===== config.mk =====
export PLATFORM = sky130hd
export DESIGN_NAME = decode_stage
export DESIGN_NICKNAME = d
export VERILOG_FILES = /design/src/decode_pkg.sv /design/src/prefix_scan.sv /design/src/opcode_table.sv /design/src/modrm_decode.sv /design/src/field_extract.sv /design/src/decode_latch.sv /design/src/decode_stage.sv
export SDC_FILE = /design/constraint.sdc
export NUM_CORES = 1
export LEC_CHECK = 0
export BUFFER_PORTS_ARGS = -buffer_cell sky130_fd_sc_hd__buf_4
export CORE_MARGIN = 2
export CORE_UTILIZATION = 46
export CTS_CLUSTER_DIAMETER = 40
export CTS_CLUSTER_SIZE = 12
export DETAILED_ROUTE_END_ITERATION = 16
export GPL_TIMING_DRIVEN = 1
export PLACE_DENSITY_LB_ADDON = 0.05
export SLEW_MARGIN = 20
export SYNTH_ARGS = -nofsm -noshare
export SYNTH_HDL_FRONTEND = slang
export SYNTH_SLANG_ARGS = --single-unit

===== constraint.sdc =====
create_clock -name clk -period 1.1 [get_ports clk]
set_input_delay 0.11 -clock clk [delete_from_list [all_inputs] [get_ports clk]]
set_output_delay 0.11 -clock clk [all_outputs]
set_load 0.01 [all_outputs]

===== src/decode_pkg.sv =====
// **************************************************
// Decode package
// Shared widths, prefix byte values, segment codes
// and opcode classes for the IA-32 decode stage
// **************************************************

package decode_pkg;

  // Fetch window and pointer widths
  localparam int WINDOW_BYTES = 16;
  localparam int EIP_W        = 32;

  // Instruction length, up to 15 bytes
  localparam int LEN_W        = 4;

  // Prefix bytes recognised at the head of the window
  localparam logic [7:0] PFX_REPNE  = 8'hF2;
  localparam logic [7:0] PFX_CS     = 8'h2E;
  localparam logic [7:0] PFX_SS     = 8'h36;
  localparam logic [7:0] PFX_DS     = 8'h3E;
  localparam logic [7:0] PFX_ES     = 8'h26;
  localparam logic [7:0] PFX_FS     = 8'h64;
  localparam logic [7:0] PFX_GS     = 8'h65;
  localparam logic [7:0] PFX_OPSIZE = 8'h66;
  localparam logic [7:0] PFX_0F     = 8'h0F;

  // Segment register encoding, DS is the default data segment
  typedef enum logic [2:0] {
    ES = 3'd0,
    CS = 3'd1,
    SS = 3'd2,
    DS = 3'd3,
    FS = 3'd4,
    GS = 3'd5
  } seg_t;

  // Coarse class of the decoded opcode
  typedef enum logic [2:0] {
    OP_NOP     = 3'd0,
    OP_ALU     = 3'd1,
    OP_MOV     = 3'd2,
    OP_BRANCH  = 3'd3,
    OP_HLT     = 3'd4,
    OP_IRET    = 3'd5,
    OP_INVALID = 3'd6
  } op_class_t;

endpackage


===== src/prefix_scan.sv =====
// **************************************************
// Prefix scan
// Counts the run of leading prefix bytes and flags
// repne, operand size and segment override
// **************************************************

`timescale 1ns/1ns

module prefix_scan import decode_pkg::*; #(
  parameter int MAX_PREFIX = 4
) (
  input  logic [WINDOW_BYTES*8-1:0] fetch_bytes,
  output logic [2:0]                pfx_count,
  output logic                      size_over,
  output logic                      repne,
  output logic                      seg_over_pr,
  output seg_t                      seg_over
);

  logic [MAX_PREFIX-1:0] is_pfx;
  logic [MAX_PREFIX-1:0] in_run;

  // Match each candidate slot against the nine prefix values
  always_comb begin
    for (int i = 0; i < MAX_PREFIX; i++) begin
      case (fetch_bytes[i*8 +: 8])
        PFX_REPNE, PFX_CS, PFX_SS, PFX_DS, PFX_ES,
        PFX_FS, PFX_GS, PFX_OPSIZE, PFX_0F: is_pfx[i] = 1'b1;
        default:                            is_pfx[i] = 1'b0;
      endcase
    end
  end

  // Thermometer mask, a gap ends the run
  always_comb begin
    in_run[0] = is_pfx[0];
    for (int i = 1; i < MAX_PREFIX; i++) begin
      in_run[i] = in_run[i-1] & is_pfx[i];
    end
  end

  // Later slots overwrite earlier ones so the last segment prefix wins
  always_comb begin
    pfx_count   = '0;
    size_over   = 1'b0;
    repne       = 1'b0;
    seg_over_pr = 1'b0;
    seg_over    = DS;
    for (int i = 0; i < MAX_PREFIX; i++) begin
      if (in_run[i]) begin
        pfx_count = pfx_count + 3'd1;
        case (fetch_bytes[i*8 +: 8])
          PFX_REPNE:  repne = 1'b1;
          PFX_OPSIZE: size_over = 1'b1;
          PFX_CS: begin
            seg_over_pr = 1'b1;
            seg_over    = CS;
          end
          PFX_SS: begin
            seg_over_pr = 1'b1;
            seg_over    = SS;
          end
          PFX_DS: begin
            seg_over_pr = 1'b1;
            seg_over    = DS;
          end
          PFX_ES: begin
            seg_over_pr = 1'b1;
            seg_over    = ES;
          end
          PFX_FS: begin
            seg_over_pr = 1'b1;
            seg_over    = FS;
          end
          PFX_GS: begin
            seg_over_pr = 1'b1;
            seg_over    = GS;
          end
          default: ;
        endcase
      end
    end
  end

  // Opcode select downstream only covers MAX_PREFIX + 1 positions
  a_pfx_count_max: assert property (@(fetch_bytes)
    $isunknown(pfx_count) || pfx_count <= MAX_PREFIX);

endmodule


===== src/opcode_table.sv =====
// **************************************************
// Opcode table
// Classifies the opcode byte and reports ModRM
// presence and immediate size
// **************************************************

`timescale 1ns/1ns

module opcode_table import decode_pkg::*; (
  input  logic [7:0] opcode,
  input  logic       size_over,
  output op_class_t  op_class,
  output logic       modrm_pr,
  output logic [2:0] imm_bytes
);

  logic [2:0] imm_full;

  // Full-size immediate shrinks to a word under 66
  assign imm_full = size_over ? 3'd2 : 3'd4;

  always_comb begin
    op_class  = OP_INVALID;
    modrm_pr  = 1'b0;
    imm_bytes = 3'd0;
    case (opcode) inside
      8'h90: op_class = OP_NOP;
      8'hF4: op_class = OP_HLT;
      8'hCF: op_class = OP_IRET;
      8'h01: begin
        op_class = OP_ALU;
        modrm_pr = 1'b1;
      end
      8'h81: begin
        op_class  = OP_ALU;
        modrm_pr  = 1'b1;
        imm_bytes = imm_full;
      end
      8'h83: begin
        op_class  = OP_ALU;
        modrm_pr  = 1'b1;
        imm_bytes = 3'd1;
      end
      8'h89, 8'h8B: begin
        op_class = OP_MOV;
        modrm_pr = 1'b1;
      end
      // mov r32, imm with the register in the low bits
      [8'hB8:8'hBF]: begin
        op_class  = OP_MOV;
        imm_bytes = imm_full;
      end
      8'hE8: begin
        op_class  = OP_BRANCH;
        imm_bytes = imm_full;
      end
      8'hEB: begin
        op_class  = OP_BRANCH;
        imm_bytes = 3'd1;
      end
      default: ;
    endcase
  end

endmodule


===== src/modrm_decode.sv =====
// **************************************************
// ModRM decode
// Byte count, SIB presence and displacement size
// for 32-bit addressing forms
// **************************************************

`timescale 1ns/1ns

module modrm_decode (
  input  logic [7:0] modrm,
  input  logic [2:0] sib_base,
  output logic [2:0] modrm_bytes,
  output logic       sib_pr,
  output logic [2:0] disp_bytes
);

  logic [1:0] mod_f;
  logic [2:0] rm_f;

  assign mod_f = modrm[7:6];
  assign rm_f  = modrm[2:0];

  // r/m of 100 escapes to SIB in any memory form
  assign sib_pr = (mod_f != 2'b11) && (rm_f == 3'b100);

  always_comb begin
    case (mod_f)
      2'b00: begin
        // disp32 only, or SIB without a base register
        if (rm_f == 3'b101) begin
          disp_bytes = 3'd4;
        end else if (sib_pr && sib_base == 3'b101) begin
          disp_bytes = 3'd4;
        end else begin
          disp_bytes = 3'd0;
        end
      end
      2'b01:   disp_bytes = 3'd1;
      2'b10:   disp_bytes = 3'd4;
      default: disp_bytes = 3'd0;
    endcase
  end

  // ModRM itself, then SIB, then displacement
  assign modrm_bytes = 3'd1 + {2'b00, sib_pr} + disp_bytes;

endmodule


===== src/field_extract.sv =====
// **************************************************
// Field extract
// Pulls opcode, ModRM, SIB, displacement and
// immediate out of the window, forms length and EIP
// **************************************************

`timescale 1ns/1ns

module field_extract import decode_pkg::*; #(
  parameter int MAX_PREFIX = 4
) (
  input  logic [WINDOW_BYTES*8-1:0] fetch_bytes,
  input  logic [EIP_W-1:0]          fetch_eip,
  input  logic [2:0]                pfx_count,
  input  logic                      size_over,
  input  op_class_t                 op_class,
  input  logic                      modrm_pr,
  input  logic [2:0]                imm_bytes,
  input  logic [2:0]                modrm_bytes,
  input  logic                      sib_pr,
  input  logic [2:0]                disp_bytes,
  output logic [7:0]                opcode,
  output logic [7:0]                modrm,
  output logic [2:0]                sib_base,
  output logic [1:0]                scale,
  output logic [31:0]               disp32,
  output logic [31:0]               imm32,
  output logic [LEN_W-1:0]          len,
  output logic [EIP_W-1:0]          eip_next
);

  localparam int SUM_W = LEN_W + 1;

  logic [WINDOW_BYTES*8-1:0] body;
  logic [7:0]                sib;
  logic                      valid_op;
  logic                      use_modrm;
  logic [3:0]                disp_off;
  logic [3:0]                imm_off;
  logic [31:0]               disp_raw;
  logic [31:0]               imm_raw;
  logic [SUM_W-1:0]          len_full;

  // Window realigned so the opcode sits in byte 0
  always_comb begin
    body = fetch_bytes;
    for (int k = 0; k <= MAX_PREFIX; k++) begin
      if (pfx_count == k) begin
        body = fetch_bytes >> (8 * k);
      end
    end
  end

  assign opcode   = body[7:0];
  assign modrm    = body[15:8];
  assign sib      = body[23:16];
  assign sib_base = sib[2:0];

  // An unknown opcode takes no ModRM or immediate
  assign valid_op  = (op_class != OP_INVALID);
  assign use_modrm = modrm_pr && valid_op;

  assign disp_off = 4'd2 + {3'b000, sib_pr};
  assign imm_off  = 4'd1 + (use_modrm ? {1'b0, modrm_bytes} : 4'd0);
  assign disp_raw = body[{disp_off, 3'b000} +: 32];
  assign imm_raw  = body[{imm_off, 3'b000} +: 32];

  assign scale = (use_modrm && sib_pr) ? sib[7:6] : 2'b00;

  always_comb begin
    disp32 = '0;
    if (use_modrm) begin
      case (disp_bytes)
        3'd1:    disp32 = {{24{disp_raw[7]}}, disp_raw[7:0]};
        3'd4:    disp32 = disp_raw;
        default: disp32 = '0;
      endcase
    end
  end

  always_comb begin
    if (!valid_op || imm_bytes == 3'd0) begin
      imm32 = '0;
    end else if (imm_bytes == 3'd1) begin
      imm32 = {{24{imm_raw[7]}}, imm_raw[7:0]};
    end else if (size_over) begin
      imm32 = {16'h0000, imm_raw[15:0]};
    end else begin
      imm32 = imm_raw;
    end
  end

  // One bit wider so an overlong form is visible
  assign len_full = SUM_W'(pfx_count) + SUM_W'(1)
                  + (use_modrm ? SUM_W'(modrm_bytes) : SUM_W'(0))
                  + (valid_op ? SUM_W'(imm_bytes) : SUM_W'(0));

  assign len      = len_full[LEN_W-1:0];
  assign eip_next = fetch_eip + EIP_W'(len);

  // Prefix, table and ModRM sizes together stay within the IA-32 limit
  a_len_range: assert property (@(fetch_bytes)
    $isunknown(len_full) || (len_full >= 1 && len_full <= 15));

endmodule


===== src/decode_latch.sv =====
// **************************************************
// Decode latch
// Output register stage with the valid strobe and
// final data segment choice
// **************************************************

`timescale 1ns/1ns

module decode_latch import decode_pkg::*; (
  input  logic             clk,
  input  logic             rst_n,
  input  logic             fetch_valid,
  input  logic [EIP_W-1:0] eip_curr,
  input  logic [EIP_W-1:0] eip_next,
  input  logic [LEN_W-1:0] len,
  input  op_class_t        op_class,
  input  logic [7:0]       opcode,
  input  logic             modrm_pr,
  input  logic             sib_pr,
  input  logic [1:0]       scale,
  input  logic [31:0]      disp32,
  input  logic [31:0]      imm32,
  input  logic             size_over,
  input  logic             seg_over_pr,
  input  seg_t             seg_over,
  input  logic             repne,
  output logic             de_valid,
  output logic [EIP_W-1:0] de_eip_curr,
  output logic [EIP_W-1:0] de_eip_next,
  output logic [LEN_W-1:0] de_len,
  output op_class_t        de_op_class,
  output logic [7:0]       de_opcode,
  output logic             de_modrm_pr,
  output logic             de_sib_pr,
  output logic [1:0]       de_scale,
  output logic [31:0]      de_disp32,
  output logic [31:0]      de_imm32,
  output seg_t             de_seg,
  output logic             de_size_over,
  output logic             de_repne
);

  always_ff @(posedge clk or negedge rst_n) begin
    if (!rst_n) begin
      de_valid     <= 1'b0;
      de_eip_curr  <= '0;
      de_eip_next  <= '0;
      de_len       <= '0;
      de_op_class  <= op_class_t'(3'd0);
      de_opcode    <= '0;
      de_modrm_pr  <= 1'b0;
      de_sib_pr    <= 1'b0;
      de_scale     <= '0;
      de_disp32    <= '0;
      de_imm32     <= '0;
      de_seg       <= seg_t'(3'd0);
      de_size_over <= 1'b0;
      de_repne     <= 1'b0;
    end else begin
      de_valid <= fetch_valid;
      // Fields hold between strobes
      if (fetch_valid) begin
        de_eip_curr  <= eip_curr;
        de_eip_next  <= eip_next;
        de_len       <= len;
        de_op_class  <= op_class;
        de_opcode    <= opcode;
        de_modrm_pr  <= modrm_pr;
        de_sib_pr    <= sib_pr & modrm_pr;
        de_scale     <= scale;
        de_disp32    <= disp32;
        de_imm32     <= imm32;
        de_seg       <= seg_over_pr ? seg_over : DS;
        de_size_over <= size_over;
        de_repne     <= repne;
      end
    end
  end

  // Every strobed instruction carries at least its opcode byte
  a_len_nonzero: assert property (@(posedge clk) disable iff (!rst_n)
    de_valid |-> de_len != '0);

endmodule


===== src/decode_stage.sv =====
// **************************************************
// Decode stage
// IA-32 instruction decode, prefix scan through
// field extraction into one output register stage
// **************************************************

`timescale 1ns/1ns

module decode_stage import decode_pkg::*; #(
  parameter int MAX_PREFIX = 4
) (
  input  logic                      clk,
  input  logic                      rst_n,
  input  logic                      fetch_valid,
  input  logic [EIP_W-1:0]          fetch_eip,
  input  logic [WINDOW_BYTES*8-1:0] fetch_bytes,
  output logic                      de_valid,
  output logic [EIP_W-1:0]          de_eip_curr,
  output logic [EIP_W-1:0]          de_eip_next,
  output logic [LEN_W-1:0]          de_len,
  output op_class_t                 de_op_class,
  output logic [7:0]                de_opcode,
  output logic                      de_modrm_pr,
  output logic                      de_sib_pr,
  output logic [1:0]                de_scale,
  output logic [31:0]               de_disp32,
  output logic [31:0]               de_imm32,
  output seg_t                      de_seg,
  output logic                      de_size_over,
  output logic                      de_repne
);

  logic [2:0]       pfx_count;
  logic             size_over;
  logic             repne;
  logic             seg_over_pr;
  seg_t             seg_over;
  logic [7:0]       opcode;
  logic [7:0]       modrm;
  logic [2:0]       sib_base;
  op_class_t        op_class;
  logic             modrm_pr;
  logic [2:0]       imm_bytes;
  logic [2:0]       modrm_bytes;
  logic             sib_pr;
  logic [2:0]       disp_bytes;
  logic [1:0]       scale;
  logic [31:0]      disp32;
  logic [31:0]      imm32;
  logic [LEN_W-1:0] len;
  logic [EIP_W-1:0] eip_next;

  prefix_scan #(.MAX_PREFIX(MAX_PREFIX)) u_prefix_scan (
    .fetch_bytes (fetch_bytes),
    .pfx_count   (pfx_count),
    .size_over   (size_over),
    .repne       (repne),
    .seg_over_pr (seg_over_pr),
    .seg_over    (seg_over)
  );

  opcode_table u_opcode_table (
    .opcode    (opcode),
    .size_over (size_over),
    .op_class  (op_class),
    .modrm_pr  (modrm_pr),
    .imm_bytes (imm_bytes)
  );

  modrm_decode u_modrm_decode (
    .modrm       (modrm),
    .sib_base    (sib_base),
    .modrm_bytes (modrm_bytes),
    .sib_pr      (sib_pr),
    .disp_bytes  (disp_bytes)
  );

  field_extract #(.MAX_PREFIX(MAX_PREFIX)) u_field_extract (
    .fetch_bytes (fetch_bytes),
    .fetch_eip   (fetch_eip),
    .pfx_count   (pfx_count),
    .size_over   (size_over),
    .op_class    (op_class),
    .modrm_pr    (modrm_pr),
    .imm_bytes   (imm_bytes),
    .modrm_bytes (modrm_bytes),
    .sib_pr      (sib_pr),
    .disp_bytes  (disp_bytes),
    .opcode      (opcode),
    .modrm       (modrm),
    .sib_base    (sib_base),
    .scale       (scale),
    .disp32      (disp32),
    .imm32       (imm32),
    .len         (len),
    .eip_next    (eip_next)
  );

  decode_latch u_decode_latch (
    .clk          (clk),
    .rst_n        (rst_n),
    .fetch_valid  (fetch_valid),
    .eip_curr     (fetch_eip),
    .eip_next     (eip_next),
    .len          (len),
    .op_class     (op_class),
    .opcode       (opcode),
    .modrm_pr     (modrm_pr),
    .sib_pr       (sib_pr),
    .scale        (scale),
    .disp32       (disp32),
    .imm32        (imm32),
    .size_over    (size_over),
    .seg_over_pr  (seg_over_pr),
    .seg_over     (seg_over),
    .repne        (repne),
    .de_valid     (de_valid),
    .de_eip_curr  (de_eip_curr),
    .de_eip_next  (de_eip_next),
    .de_len       (de_len),
    .de_op_class  (de_op_class),
    .de_opcode    (de_opcode),
    .de_modrm_pr  (de_modrm_pr),
    .de_sib_pr    (de_sib_pr),
    .de_scale     (de_scale),
    .de_disp32    (de_disp32),
    .de_imm32     (de_imm32),
    .de_seg       (de_seg),
    .de_size_over (de_size_over),
    .de_repne     (de_repne)
  );

endmodule


==> summary.txt, run 1 <==
GRT
  – Largest net degree at the start of global routing: 104
  – GR Overflow Total: 4
  – Global Route Usage Sum: 0.659

Logic synthesis
  – Post-synth top area cell: dfrtp_1
  – Post-synth top area share: 0.246
  – Syn avg cell area: 7.39 sq um
  – Main synth FF type: dfrtp_1
  – Yosys reg bits: 153
  – Number of synthesized flops with an enable pin: 0
  – Synth Net Count: 2289
  – Async SR Flop Fraction: 1.00
  – Top cells by area, synth: dfrtp_1 (25%), nand2_1 (7.8%), mux2_2 (5.4%), nor2_1 (5.3%), o22ai_1 (5.1%)
  – Commonest cells in the netlist: nand2_1 (322), nor2_1 (222), a21oi_1 (154)
  – Ys Warns: 0
  – Count leader, synth: nand2_1
  – Mapped Area: 15600 sq um
  – Distinct cells, synth: 110
  – Sequential fraction of the synthesis area: 0.246
  – Cells after synthesis: 2110

Floorplan
  – Row cnt: 67
  – Die Y: 188 um
  – Die W: 188 um
  – Num ports: 316
  – Initial core utilization: 0.466

Clocking
  – H-tree Lvls: 4
  – CTS Sinks: 153
  – Inserted Clock Buffers: 17
  – Root Driver: clkbuf_16
  – Longest Clk Path Bufs: 2

Run status
  – Status: aborted with a tool error
  – Stage reached: 5_1_grt
  – Error: [ERROR GRT-0232] Routing congestion too high. Check the congestion heatmap in the GUI.

STA
  – Worst-path end type: sequential cell input
  – GRT repair_timing worst endpoint: u_decode_latch.de_eip_next[26]$_DFFE_PN0P_/D

Placement
  – # placed instances: 3268
  – Number of port buffers: 315
  – Detailed Place HPWL: 61900 um
  – Placed cell area: 22800 sq um
  – GPL Wtd Cong: 1.07
==> layer usage <==
layer  overflow  GRT usage
met3          0      0.427
met1          0      0.658
met5          0      0.144
met4          3      0.667
met2          1      0.885
==> cell families after synthesis <==
| logic type | share of synthesized area |
|---|---|
| DFF | 0.246 |
| buffers and inverters | 0.0712 |
| xor gates and xnor gates | 0.0201 |
| AOI/OAI and AO/OA | 0.295 |
| adders and majority gates | 0.0148 |
| muxes | 0.113 |
| and+or+nand+nor | 0.241 |
==> metrics by stage <==
step / worst slack, ns / setup TNS [ns]
after floorplan: -5.73 / -489.46
after global placement: -5.02 / -462.17
after detailed placement: -5.22 / -478.19
after CTS: -4.60 / -452.01
==> timing repair <==
action / in CTS
pin swaps: 140
endpoints found under the hold margin: 169
resized for setup: 254
hold buffers: 12
buffers inserted: 91
gates cloned: 13
endpoints found under the setup margin: 206
==> run 2, diff against run 1 <==
--- a/config.mk
+++ b/config.mk
@@ -7,12 +7,10 @@
 export LEC_CHECK = 0
 export BUFFER_PORTS_ARGS = -buffer_cell sky130_fd_sc_hd__buf_4
 export CORE_MARGIN = 2
-export CORE_UTILIZATION = 46
-export CTS_CLUSTER_DIAMETER = 40
-export CTS_CLUSTER_SIZE = 12
+export CORE_UTILIZATION = 31
 export DETAILED_ROUTE_END_ITERATION = 16
 export GPL_TIMING_DRIVEN = 1
-export PLACE_DENSITY_LB_ADDON = 0.05
+export PLACE_DENSITY_LB_ADDON = 0.15
 export SLEW_MARGIN = 20
 export SYNTH_ARGS = -nofsm -noshare
 export SYNTH_HDL_FRONTEND = slang
==> run 2 against run 1 <==
  * The flow now finishes, with violations (negative setup slack)
  * Synthesized cell count did not move
  * Synthesized area did not move
==> summary.txt, run 2 <==
Placement
  – Number of port buffers: 315 (unchanged)
  – # placed instances: 3520 (was 3268)
  – Detailed Place HPWL: 66100 um (was 61900 um)
  – GPL Wtd Cong: 1.03 (was 1.07)

Run status
  – Status: finished with violations (was aborted with a tool error)
  – Violated checks: negative setup slack

Logic synthesis
  – Commonest cells in the netlist: nand2_1 (322), nor2_1 (222), a21oi_1 (154) (unchanged)
  – Distinct cells, synth: 110 (unchanged)
  – Ys Warns: 0 (unchanged)
  – Synth Net Count: 2289 (unchanged)
  – Post-synth top area cell: dfrtp_1 (unchanged)
  – Post-synth top area share: 0.246 (unchanged)
  – Yosys reg bits: 153 (unchanged)
  – Syn avg cell area: 7.39 sq um (unchanged)
  – Main synth FF type: dfrtp_1 (unchanged)
  – Top cells by area, synth: dfrtp_1 (25%), nand2_1 (7.8%), mux2_2 (5.4%), nor2_1 (5.3%), o22ai_1 (5.1%) (unchanged)
  – Sequential fraction of the synthesis area: 0.246 (unchanged)
  – Number of synthesized flops with an enable pin: 0 (unchanged)
  – Mapped Area: 15600 sq um (unchanged)
  – Cells after synthesis: 2110 (unchanged)
  – Count leader, synth: nand2_1 (unchanged)
  – Async SR Flop Fraction: 1.00 (unchanged)

STA
  – RSZ-0062 raised after global routing: yes
  – Max-slew headroom: 0.412
  – Fin. Hold Viols: 0
  – Post-layout min period: 5.84 ns
  – Worst Skew: 0 ns
  – Tcrit/Tclk final: 5.31
  – Max Fclk: 171 MHz
  – Final WS setup: -4.74 ns
  – Post-route setup TNS: -409.58 ns
  – WHS: 0.0124 ns
  – Final Setup Violations: 142
  – Worst slew pin tran: 0.883 ns
  – Max Slew Vio Count: 0

Layout
  – Final Non-Filler Cells: 3730
  – Multi-input logic area: 12500 sq um
  – Fillers: 4652
  – Most frequent cells in the layout: buf_4 (796), nand2_1 (305), buf_6 (224)
  – Flip-flop and latch area: 3830 sq um
  – NumNets Final: 3223
  – Syn-to-layout area delta: 79.5%
  – Share of layout cells above drive strength 1: 0.498
  – Most common cell after layout, fill and taps aside: buf_4

Worst setup path
  – Delay of the slowest critical-path stage: 0.57 ns
  – CP Launch Type: input pin
  – Setup CP Type: in -> reg
  – Worst Path Required: 1.43 ns
  – CP max stage cell: fa_1
  – Arrival time worst endpoint: 6.17 ns
  – Setup crit end kind: flop
  – Max Fanout on Critical Path: 4

Flow run
  – Max-Cap Viols: 0

Min path
  – Hold Crit Class: in -> reg

Drt
  – DRT Pass-1 Iters: 5
  – Vias: 21.3k
  – Final ANT Viol Nets: 0
  – Via-to-Cell Ratio: 5.72
  – Drt total wl: 90200 um
  – Starting DRT DRC Count: 1930
  – Wire length per cell: 24.2 um
  – # DRC: 0

Floorplan
  – CORE AREA: 49900 sq um
  – Die Y: 228 um (was 188 um)
  – Initial core utilization: 0.313 (was 0.466)
  – Row cnt: 82 (was 67)
  – Die W: 228 um (was 188 um)
  – Num ports: 316 (unchanged)
  – Die area: 52100 sq um

GRT
  – Vias in the first global route: 20.8k
  – GR Overflow Total: 0
  – First-pass GRT wire length: 131000 um
  – Global Route Usage Sum: 0.327
  – Largest net degree at the start of global routing: 95
  – Initial antenna violation count: 1

Clocking
  – CTS tree: yes
  – Longest Clk Path Bufs: 2 (unchanged)
  – CTS Sinks: 153 (unchanged)
  – Clk_lat worst skew: 0.44 ns
  – H-tree Lvls: 4 (unchanged)
  – Clock-pin slew on the worst setup and hold paths: 0.08 ns
  – Inserted Clock Buffers: 17 (unchanged)
  – Root Driver: clkbuf_16 (unchanged)

Pwr
  – Power Density: 733 nW/um^2
  – Power, Total: 20.5 mW
  – Max IR drop VDD: 0.00116 V
  – LEAKAGE: 12.6 nW
## run 2: cell counts after synthesis
Identical to the previous run, type by type.
## run 2: layer usage
| layer | part of all wire | wire length (um) | up-vias | global-route usage |
|---|---|---|---|---|
| met1 | 0.39 | 35400 | 10500 | 0.400 |
| met3 | 0.065 | 5880 | 260 | 0.0500 |
| met4 | 0.062 | 5590 | 0 | 0.182 |
| met5 | 0 | 0 | - | 0 |
| met2 | 0.48 | 43300 | 974 | 0.551 |
| li1 | - | - | 9636 | - |
## run 2: where the power goes
group / switching [mW] / leakage (nW) / internal [mW]
registers: 0.273 / 1.92 / 5.96
logic: 3.98 / 10.4 / 4.04
clock network: 2.96 / 0.300 / 3.32
total: 7.21 / 12.6 / 13.3
## run 2: final cells by class
| cell class | instances | area share |
|---|---|---|
| diodes | 1 | 0.0000894 |
| clock buffers | 17 | 0.0152 |
| clock inverters | 15 | 0.00715 |
| inverters | 94 | 0.0134 |
| multi-input cells | 1691 | 0.448 |
| flip-flops and latches | 153 | 0.137 |
| well taps | 672 | 0.0300 |
| repair buffers | 1087 | 0.349 |
## run 2: stage by stage
stage          utilization  cell area [sq um]  setup slack (ns)
2_1_floorplan            -              16300             -5.73
3_3_place_gp         0.466              23300             -5.23
3_5_place_dp         0.466              23300             -5.34
4_1_cts              0.517              25800             -4.65
5_1_grt              0.561              28000             -5.00
6_report             0.561              28000             -4.74
## run 2: worst paths after layout
path | to | cells past startpoint | startpoint | slack (ns)
max in group asynchronous | u_decode_latch.de_disp32[11]$_DFFE_PN0P_ | 3 | rst_n | 0.42
worst max register to register | u_decode_latch.de_imm32[9]$_DFFE_PN0P_ | 4 | u_decode_latch.de_imm32[9]$_DFFE_PN0P_ | 0.11
worst min-delay path | u_decode_latch.de_eip_curr[16]$_DFFE_PN0P_ | 3 | fetch_eip[16] | 0.01
worst max-delay path | u_decode_latch.de_eip_next[26]$_DFFE_PN0P_ | 36 | fetch_bytes[2] | -4.74
worst min register to register | u_decode_latch.de_imm32[6]$_DFFE_PN0P_ | 2 | u_decode_latch.de_imm32[6]$_DFFE_PN0P_ | 0.51
min in group asynchronous | u_decode_latch.de_imm32[1]$_DFFE_PN0P_ | 2 | rst_n | 0.15
## run 2: cell families (layout without fill, tap and decap cells)
| logic type | after synthesis | in the layout | share of synthesized area |
|---|---|---|---|
| AND/OR/NAND/NOR | 810 | 812 | 0.241 |
| AO/OA/AOI/OAI | 680 | 680 | 0.295 |
| buffers and inverters | 268 | 1213 | 0.0712 |
| flip-flops | 153 | 153 | 0.246 |
| multiplexers | 148 | 148 | 0.113 |
| XOR/XNOR | 35 | 35 | 0.0201 |
| adder cells (fa/ha/maj) | 16 | 16 | 0.0148 |
| other | 0 | 1 | 0 |
## run 2: what timing repair did
item / 4_1_cts / 5_1_grt
buffers inserted: 80 / 121
hold endpoints to repair: 170 / 0
pin swaps: 108 / 139
resized for setup: 207 / 364
cloned: 10 / 4
setup endpoints to repair: 237 / 266
hold buffers: 14 / 0
## run 2: critical path: cells and delay by family
| kind | cells | cell delay, ns |
|---|---|---|
| AND/OR/NAND/NOR | 17 | 2.81 |
| XOR/XNOR | 3 | 0.49 |
| AO/OA/AOI/OAI | 4 | 0.51 |
| adder cells (fa/ha/maj) | 5 | 1.53 |
| buffers and inverters | 7 | 0.72 |
Power figures use the tool's default switching activity.
==> run 3, diff against run 2 <==
--- a/config.mk
+++ b/config.mk
@@ -11,6 +11,7 @@
 export DETAILED_ROUTE_END_ITERATION = 16
 export GPL_TIMING_DRIVEN = 1
 export PLACE_DENSITY_LB_ADDON = 0.15
+export SKIP_LAST_GASP = 1
 export SLEW_MARGIN = 20
 export SYNTH_ARGS = -nofsm -noshare
 export SYNTH_HDL_FRONTEND = slang
==> run 3 against run 2 <==
  * Clock skew is the same
  * Combinational power shrank 7.2%
  * Via count shrank 1.9%
  * Sequential share of layout area grew 0.77 points
  * Sequential power shrank 1%
  * Worst hold slack gained 0.0067 ns
  * Sequential cell count is the same
  * Clock-buffer cell count is the same
  * The flow still finishes with violations (negative setup slack)
  * Fmax grew 0.38%
  * Worst setup slack gained 0.022 ns
  * Critical endpoint is now u_decode_latch.de_eip_next[23]$_DFFE_PN0P_
==> summary.txt, run 3 (synthesis gave the netlist of run 2 again) <==
Layout
  – Syn-to-layout area delta: 70.0% (was 79.5%)
  – Final instance area: 26500 sq um (was 28000 sq um)
  – Share of layout cells above drive strength 1: 0.474 (was 0.498)
  – Most common cell after layout, fill and taps aside: buf_4 (unchanged)
  – Fillers: 4806 (was 4652)
  – NumNets Final: 3163 (was 3223)
  – Final Non-Filler Cells: 3670 (was 3730)
  – Most frequent cells in the layout: buf_4 (907), nand2_1 (307), nor2_1 (203) (was buf_4 (796), nand2_1 (305), buf_6 (224))

STA
  – Final Setup Violations: 167 (was 142)
  – Post-layout min period: 5.81 ns (was 5.84 ns)
  – Tcrit/Tclk final: 5.29 (was 5.31)
  – Worst slew pin tran: 0.883 ns (about the same)
  – Max Fclk: 172 MHz (was 171 MHz)
  – RSZ-0062 raised after global routing: yes (unchanged)
  – Final WS setup: -4.71 ns (was -4.74 ns)
  – Max Slew Vio Count: 0 (unchanged)
  – Worst Skew: 0 ns (unchanged)
  – Max-slew headroom: 0.411 (was 0.412)
  – Fin. Hold Viols: 0 (unchanged)

Drt
  – Starting DRT DRC Count: 1852 (was 1930)
  – DRT Pass-1 Iters: 5 (unchanged)
  – Wire length per cell: 23.9 um (was 24.2 um)
  – Final ANT Viol Nets: 0 (unchanged)
  – Vias: 20.9k (was 21.3k)
  – # DRC: 0 (unchanged)
  – Drt total wl: 87800 um (was 90200 um)
  – Via-to-Cell Ratio: 5.70 (was 5.72)

GRT
  – Largest net degree at the start of global routing: 95 (unchanged)
  – Vias in the first global route: 20.7k (was 20.8k)
  – Initial antenna violation count: 1 (unchanged)
  – Global Route Usage Sum: 0.326 (was 0.327)
  – First-pass GRT wire length: 130000 um (was 131000 um)
  – GR Overflow Total: 0 (unchanged)

Placement
  – GPL Wtd Cong: 1.03 (unchanged)
  – # placed instances: 3520 (unchanged)
  – Number of port buffers: 315 (unchanged)
  – Placed cell area: 23300 sq um (unchanged)
  – Detailed Place HPWL: 66100 um (unchanged)

Worst setup path
  – Worst Path Required: 1.43 ns (about the same)
  – Cell mode on critical path: nor2_4
  – Arrival time worst endpoint: 6.15 ns (was 6.17 ns)
  – Setup crit end kind: flop (unchanged)
  – Max Fanout on Critical Path: 4 (unchanged)
  – Setup CP Type: in -> reg (unchanged)
  – Buffers plus inverters on the worst setup path: 11 (was 7)
  – CP max stage cell: fa_1 (unchanged)
  – Crit-path leading delay family: simple AND/OR/NAND/NOR gates (unchanged)
  – Delay of the slowest critical-path stage: 0.55 ns (was 0.57 ns)
  – CP Launch Type: input pin (unchanged)

Clocking
  – Clock-pin slew on the worst setup and hold paths: 0.07 ns (was 0.08 ns)
  – CTS Sinks: 153 (unchanged)
  – H-tree Lvls: 4 (unchanged)
  – CTS tree: yes (unchanged)
  – Clk_lat worst skew: 0.44 ns (about the same)
  – Root Driver: clkbuf_16 (unchanged)
  – Inserted Clock Buffers: 17 (unchanged)
  – Longest Clk Path Bufs: 2 (unchanged)

Floorplan
  – Die area: 52100 sq um (unchanged)
  – Num ports: 316 (unchanged)
  – Initial core utilization: 0.313 (unchanged)
  – Die W: 228 um (unchanged)
  – Die Y: 228 um (unchanged)
  – Row cnt: 82 (unchanged)
  – CORE AREA: 49900 sq um (unchanged)

Flow run
  – Max-Cap Viols: 0 (unchanged)

Run status
  – Violated checks: negative setup slack (unchanged)
  – Status: finished with violations (unchanged)

Min path
  – Hold Crit Class: in -> reg (unchanged)

Pwr
  – Power Density: 750 nW/um^2 (was 733 nW/um^2)
  – LEAKAGE: 12.0 nW (was 12.6 nW)
  – Power, Total: 19.9 mW (was 20.5 mW)
  – Max IR drop VDD: 0.000874 V (was 0.00116 V)
run 3: changes by cell type in the layout (fill, tap and decap cells not counted), moves of 3 or more:
| cell | previous run | this run |
|---|---|---|
| mux2_4 | 24 | 15 |
| o22ai_1 | 107 | 120 |
| buf_6 | 224 | 57 |
| mux2_2 | 51 | 60 |
| a21oi_1 | 104 | 110 |
| a21oi_4 | 21 | 14 |
| buf_4 | 796 | 907 |
| nor3_1 | 32 | 35 |
| o22ai_2 | 37 | 24 |
| nor2_1 | 200 | 203 |
run 3: worst min-delay path: cells and delay by family:
family | cells | cell delay, ns
buf+inv | 2 | 0.19
mux | 1 | 0.13
run 3: worst paths after layout:
check,from,end,cells after the start,slack [ns]
worst min-delay path,fetch_eip[8],u_decode_latch.de_eip_curr[8]$_DFFE_PN0P_,3,0.02
min in group asynchronous,rst_n,u_decode_latch.de_imm32[1]$_DFFE_PN0P_,2,0.15
worst max-delay path,fetch_bytes[10],u_decode_latch.de_eip_next[23]$_DFFE_PN0P_,41,-4.71
max in group asynchronous,rst_n,u_decode_latch.de_len[2]$_DFFE_PN0P_,3,0.42
worst max register to register,u_decode_latch.de_imm32[14]$_DFFE_PN0P_,u_decode_latch.de_imm32[14]$_DFFE_PN0P_,4,0.16
worst min register to register,u_decode_latch.de_imm32[6]$_DFFE_PN0P_,u_decode_latch.de_imm32[6]$_DFFE_PN0P_,2,0.49
run 3: timing repair:
item / in CTS / in global routing
cloned: 10 / 2
endpoints found under the setup margin: 237 / 267
hold buffers: 14 / 0
pin swaps: 91 / 126
endpoints found under the hold margin: 170 / 0
setup buffers: 80 / 55
resized for setup: 152 / 176
run 3: per-layer routing:
metal	track usage	wire (um)	part of all wire
met5	0	0	0
met4	0.180	5700	0.065
met3	0.0486	5070	0.058
met2	0.548	41400	0.47
met1	0.401	35700	0.41
run 3: per-stage QoR:
stage          setup TNS [ns]  hold slack [ns]   util  worst slack [ns]
2_1_floorplan         -489.46           -0.186      -             -5.73
3_3_place_gp          -482.94          0.00896  0.466             -5.23
3_5_place_dp          -490.40           0.0108  0.466             -5.34
4_1_cts               -395.17         0.000450  0.513             -4.65
5_1_grt               -431.33          0.00569  0.531             -4.98
6_report              -408.19           0.0191  0.531             -4.71
run 3: area by class of cell:
cell class                 instances  area, sq um  area share
antenna                            1         2.50   0.0000944
clock buffer                      17          425      0.0161
clock inverter                    15          200     0.00756
inverter                          94          375      0.0142
multi-input combinational       1691        12200       0.460
sequential                       153         3830       0.144
tap                              672          841      0.0317
timing repair buffer            1027         8630       0.326
run 3: power by group:
group / switching, mW / total [mW] / internal, mW
sequential: 0.211 / 6.17 / 5.95
combinational: 3.82 / 7.43 / 3.62
clock: 2.94 / 6.26 / 3.32
